[src/cache_geom_pkg.sv]
package cache_geom_pkg;

	// Cache organisation
	localparam int NUM_WAYS = 4;
	localparam int NUM_SETS = 128;
	localparam int AGE_W = 2;

	// Address split, tag down to byte offset
	localparam int ADDR_W = 32;
	localparam int TAG_W = 20;
	localparam int INDEX_W = 7;
	localparam int WORD_SEL_W = 3;
	localparam int BYTE_W = 2;

	// Data widths
	localparam int WORD_W = 32;
	localparam int WORDS_PER_LINE = 8;
	localparam int LINE_W = WORD_W * WORDS_PER_LINE;

	typedef struct packed {
		logic [TAG_W-1:0]      tag;
		logic [INDEX_W-1:0]    index;
		logic [WORD_SEL_W-1:0] word_sel;
		logic [BYTE_W-1:0]     byte_off;
	} addr_fields_t;

	// Same address word, either raw or split into fields
	typedef union packed {
		logic [ADDR_W-1:0] raw;
		addr_fields_t      f;
	} addr_u;

	// Word 0 sits in the low bits of the line
	typedef logic [WORDS_PER_LINE-1:0][WORD_W-1:0] line_t;

endpackage

[src/cache_bus_pkg.sv]
package cache_bus_pkg;

	import cache_geom_pkg::*;

	// One bit per way, used one-hot or as a valid mask
	typedef logic [NUM_WAYS-1:0] way_vec_t;

	// Address presented to all ways and the LRU in one cycle
	typedef struct packed {
		logic  valid;
		addr_u addr;
		logic  replay;
	} lookup_t;

	// Line write into the victim way, data travels beside it
	typedef struct packed {
		logic               valid;
		logic [INDEX_W-1:0] index;
		logic [TAG_W-1:0]   tag;
		way_vec_t           way;
	} fill_t;

	// Per-way compare result at the lookup index
	typedef struct packed {
		logic              hit;
		logic              valid;
		logic [WORD_W-1:0] word;
	} way_result_t;

endpackage

[src/cache_ctrl.sv]
`timescale 1ns/1ps

module cache_ctrl
	import cache_geom_pkg::*;
	import cache_bus_pkg::*;
(
	input  logic     CLK,
	input  logic     RST,
	input  logic     rd_en,
	input  addr_u    rd_addr,
	input  logic     mem_valid,
	input  logic     any_hit,
	input  way_vec_t victim,
	output lookup_t  lookup,
	output fill_t    fill,
	output addr_u    mem_addr,
	output logic     busy,
	output logic     fill_done
);

	addr_u held_addr;
	logic  miss;

	assign miss = rd_en && !any_hit;

	// New request wins, otherwise the held address is looked up
	always_comb begin
		lookup.valid = rd_en || fill_done;
		lookup.replay = !rd_en && fill_done;
		lookup.addr = rd_en ? rd_addr : held_addr;
	end

	// Line goes to the victim of the held set
	always_comb begin
		fill.valid = busy && mem_valid;
		fill.index = held_addr.f.index;
		fill.tag = held_addr.f.tag;
		fill.way = victim;
	end

	always_ff @(posedge CLK or negedge RST) begin
		if (!RST) begin
			busy <= 1'b0;
			fill_done <= 1'b0;
		end else begin
			fill_done <= fill.valid;
			if (miss) begin
				busy <= 1'b1;
			end else if (fill.valid) begin
				busy <= 1'b0;
			end
		end
	end

	// Missing address and its line address for memory
	always_ff @(posedge CLK or negedge RST) begin
		if (!RST) begin
			held_addr <= '0;
			mem_addr <= '0;
		end else if (miss) begin
			held_addr <= rd_addr;
			mem_addr.f.tag <= rd_addr.f.tag;
			mem_addr.f.index <= rd_addr.f.index;
			mem_addr.f.word_sel <= '0;
			mem_addr.f.byte_off <= '0;
		end
	end

	// Only one miss may be outstanding
	a_no_rd_while_busy: assert property (@(posedge CLK) disable iff (!RST)
		rd_en |-> !busy);

	// Line written on the previous edge must be found by the replay
	a_replay_hits: assert property (@(posedge CLK) disable iff (!RST)
		lookup.valid && lookup.replay |-> any_hit);

endmodule

[config.mk]
export PLATFORM = sky130hd
export DESIGN_NAME = cache_ctrl
export DESIGN_NICKNAME = d
export VERILOG_FILES = /design/src/cache_geom_pkg.sv /design/src/cache_bus_pkg.sv /design/src/cache_ctrl.sv
export SDC_FILE = /design/constraint.sdc
export NUM_CORES = 1
export LEC_CHECK = 0
export ABC_AREA = 1
export BUFFER_PORTS_ARGS = -buffer_cell sky130_fd_sc_hd__buf_4
export CORE_UTILIZATION = 40
export CTS_CLUSTER_DIAMETER = 120
export DETAILED_ROUTE_END_ITERATION = 8
export PLACE_DENSITY = 0.73
export SLEW_MARGIN = 10
export SYNTH_ARGS = -nofsm -noshare
export SYNTH_HDL_FRONTEND = slang
export SYNTH_SLANG_ARGS = --single-unit
[constraint.sdc]
create_clock -name CLK -period 1.15 [get_ports CLK]
set_clock_uncertainty 0.2 [all_clocks]
set_input_delay 0.1725 -clock CLK [delete_from_list [all_inputs] [get_ports CLK]]
set_output_delay 0.1725 -clock CLK [all_outputs]
set_load 0.02 [all_outputs]
== After elaboration in Yosys (flattened, before gate mapping) ==
Index checks and enable logic that the tools add are counted.

* Reduce and logical (&&, ||, !) cells: 7
* Multiplexer cells: 3

{| class="wikitable"
|+ Operators by type and width
! kind !! count
|-
| 32-bit two-way mux || 1
|-
| 1-bit logical AND || 3
|-
| 1-bit zero test || 2
|-
| 1-bit two-way mux || 2
|-
| 2-bit nonzero test || 1
|-
| 1-bit logical OR || 1
|}

* Bits of input ports: 41
* Output and inout port bits: 100
* Register bits after elaboration: 61
* Word-level logic and storage cells: 14

== Longest topological paths before layout ==
* Depth after elaboration: 3
* Gate-level depth with buffers: 5
* Depth with buffers taken out: 4

== Worst setup path before layout ==
No wires, ideal clock.

* Path type: register to output
* Start: register fill_done
* End: output lookup[0] in the netlist's numbering
* Data arrival time: 0.794 ns
* Path slack: -0.017 ns
* Buffers on the path: 0
* Required time: 0.777 ns
* Stages on the path, launching flop included: 3
* Path through: dfrtp_1 > inv_1 > nor2_1

{| class="wikitable"
|+ RTL lines
! element !! line !! text
|-
| from (decl) || cache_ctrl.sv:18 || <nowiki>output logic fill_done</nowiki>
|-
| from (signal assigned) || cache_ctrl.sv:46 || <nowiki>fill_done <= fill.valid;</nowiki>
|-
| to (decl) || cache_ctrl.sv:14 || <nowiki>output lookup_t lookup,</nowiki>
|}

==> flow_metrics.py <==
metrics = {
    "power_and_ir_drop": {
        "power.share.clock_pct": 17.3,
        "pwr-share-comb_pct": 50.0,
        "power_leakage_nw": 2.20,
        "p_int_w": 0.00300,
        "seqPwrFrac_pct": 32.6,
        "ir_drop_v": 0.000638,
        "p_sw_share_pct": 35.8,
        "p_per_area_nw_per_um2": 1180,
        "p_switching_w": 0.00167,
    },
    "global_route": {
        "antenna_found_initial": 0,
        "grt_util_met1_pct": 24.8,
        "use_met2_pct": 39.2,
        "grt-busiest-layer": "met2",
        "grtUsageTotal_pct": 21.5,
        "grt.met3_usage_pct": 5.63,
        "grt_pass1_wl_um": 10200,
        "grt_pass1_vias": 2185,
        "grt_max_degree": 39,
        "grt_overflow": 0,
    },
    "place": {
        "gp_congestion": 0.734,
        "dpl.hpwl_um": 3700,
        "dp.cells": 448,
        "port_buffers": 127,
    },
    "yosys": {
        "ys_ff_latch": 34,
        "avgSynthCellArea_um2": 7.00,
        "syn-cell-area_um2": 2210,
        "yosysSeqAreaShare_pct": 38.4,
        "synth-warning-count": 0,
        "synthCells": 316,
        "synth.distinct_cells": 10,
    },
    "final_layout": {
        "fillers": 349,
        "fin_util_pct": 76.4,
        "diodes": 0,
        "drive_gt1_share_pct": 43.0,
        "nets": 499,
        "fin_cells": 528,
        "final_common_cell": "nand2_1",
        "layout_common_cells": "nand2_1, buf_6, buf_4, dlygate4sd3_1, nand3_1",
        "syn_to_final_growth_pct": 79.6,
    },
    "sta": {
        "hold_ws_ns": -0.105,
        "post-route-min-period_ns": 1.46,
        "setup_viol": 91,
        "timing.final.ws_setup_ns": -0.313,
        "finalCritPeriodShare_pct": 127,
        "max_freq_mhz": 684,
        "fin_setup_tns_ns": -14.32,
        "hold_viol_final": 2,
        "final_max_slew_viol_count": 0,
        "grt_setup_unrepaired": "true",
    },
    "floorplan": {
        "fp.dieArea_um2": 5830,
        "die_h_um": 76.4,
        "io_pins": 141,
        "die_w_um": 76.4,
        "start_util_pct": 42.5,
        "core_area_um2": 5200,
        "rows": 26,
    },
    "critical_path": {
        "arrival_ns": 1.09,
        "worst_setup_path_start_kind": "flop",
        "crit_type": "reg2out",
        "crit_required_ns": 0.78,
        "worst_setup_path_end_kind": "output port",
        "crit_fanout": 4,
    },
    "cts": {
        "clockBufferDepth": 2,
        "root_buffer": "clkbuf_8",
        "worstSkewPairLatency_ns": 0.27,
        "holdBufCountCts": 33,
        "clock_sinks": 34,
        "htree_levels": 2,
        "cts_tree": "built",
        "clk_pin_slew_ns": 0.07,
        "numCtsBuffers": 5,
    },
    "run": {
        "maxCapViolations": 0,
    },
    "detailed_routing": {
        "vias": 2505,
        "routed_wl_um": 7540,
        "drc": 0,
        "avgViaCountPerCell": 4.74,
        "drtAntennaViolNets": 0,
        "drtIter0Drc": 134,
        "firstDrtPassIters": 5,
        "wire_per_inst_um": 14.3,
    },
    "hold_path": {
        "hp-class": "in2reg",
    },
    "outcome": {
        "status": "finished, violations left",
        "violations": "negative hold slack, negative setup slack",
    },
}
routing by layer:
metal | part of all wire (%) | vias to the layer above
li1 | - | 1176
met1 | 38 | 1186
met2 | 54 | 129
met3 | 6.4 | 14
met4 | 1.7 | 0
met5 | 0 | -
stage by stage:
stage          total power (W)  hold WS [ns]  area [um^2]  setup slack (ns)
6_report               0.00468        -0.105         3980            -0.313
5_1_grt                0.00489        -0.111         3980            -0.362
4_1_cts                0.00427        -0.117         3570            -0.200
3_5_place_dp           0.00310       -0.0491         2830            -0.113
3_3_place_gp           0.00307       -0.0600         2830           -0.0811
2_1_floorplan          0.00267        -0.323         2230            0.0622
cells in the mapped netlist:
master | instances | share of area [%]
buf_1 | 1 | 0.17
buf_2 | 12 | 2.7
buf_4 | 66 | 22
conb_1 | 1 | 0.17
dfrtp_1 | 34 | 38
inv_1 | 5 | 0.85
nand2_1 | 163 | 28
nand3_1 | 32 | 7.2
nor2_1 | 1 | 0.17
o21ai_0 | 1 | 0.23
worst max-delay path, stage by stage (launching register included):
cell	delay, ns
dfrtp_1	0.44
nand2_1	0.13
nand2_1	0.10
buf_6	0.15
timing repair:
item,in CTS,in global routing
gates cloned,0,0
gates resized for setup,83,43
hold endpoints to repair,68,2
pin swaps,29,10
endpoints found under the setup margin,91,91
setup buffers,5,35
power groups by stage:
stage / Sequential [W] / Clock [W] / Combinational, W
final: 0.00153 / 0.000811 / 0.00234
after global routing: 0.00154 / 0.000880 / 0.00248
after CTS: 0.00153 / 0.000830 / 0.00191
after detailed placement: 0.00151 / 0 / 0.00159
after global placement: 0.00151 / 0 / 0.00156
after floorplan: 0.00148 / 0 / 0.00119
layout make-up:
| type | count | area, um^2 | share of cell area, % |
|---|---|---|---|
| inverters | 5 | 18.8 | 0.472 |
| well taps | 70 | 87.6 | 2.20 |
| clock buffers | 7 | 76.3 | 1.92 |
| flip-flops and latches | 34 | 857 | 21.6 |
| multi-input cells | 202 | 820 | 20.6 |
| repair buffers | 210 | 2120 | 53.2 |
cell families after synthesis:
group                  Yosys count  share of synthesized area (%)
AND/OR/NAND/NOR                196                           35.0
buffers and inverters           84                           26.1
flip-flops                      34                           38.4
AO/OA/AOI/OAI                    1                          0.226
other                            1                          0.169
registers in the layout (all words and copies together), names as in the netlist:
register / count
held_addr: 32
busy: 1
fill_done: 1
path summary, 6_finish.rpt:
kind,from,endpoint,slack [ns],cells past startpoint
min reg2reg,held_addr[0]$_DFFE_PN0P_,held_addr[0]$_DFFE_PN0P_,0.28,2
min in group asynchronous,RST,held_addr[19]$_DFFE_PN0P_,0.19,2
min,mem_valid,busy$_DFFE_PN0P_,-0.11,2
max,held_addr[11]$_DFFE_PN0P_,lookup[12],-0.31,3
max in group asynchronous,RST,held_addr[7]$_DFFE_PN0P_,0.22,2
max reg2reg,held_addr[19]$_DFFE_PN0P_,held_addr[19]$_DFFE_PN0P_,0.08,4
Note: power is estimated with default switching activity, not from simulation.
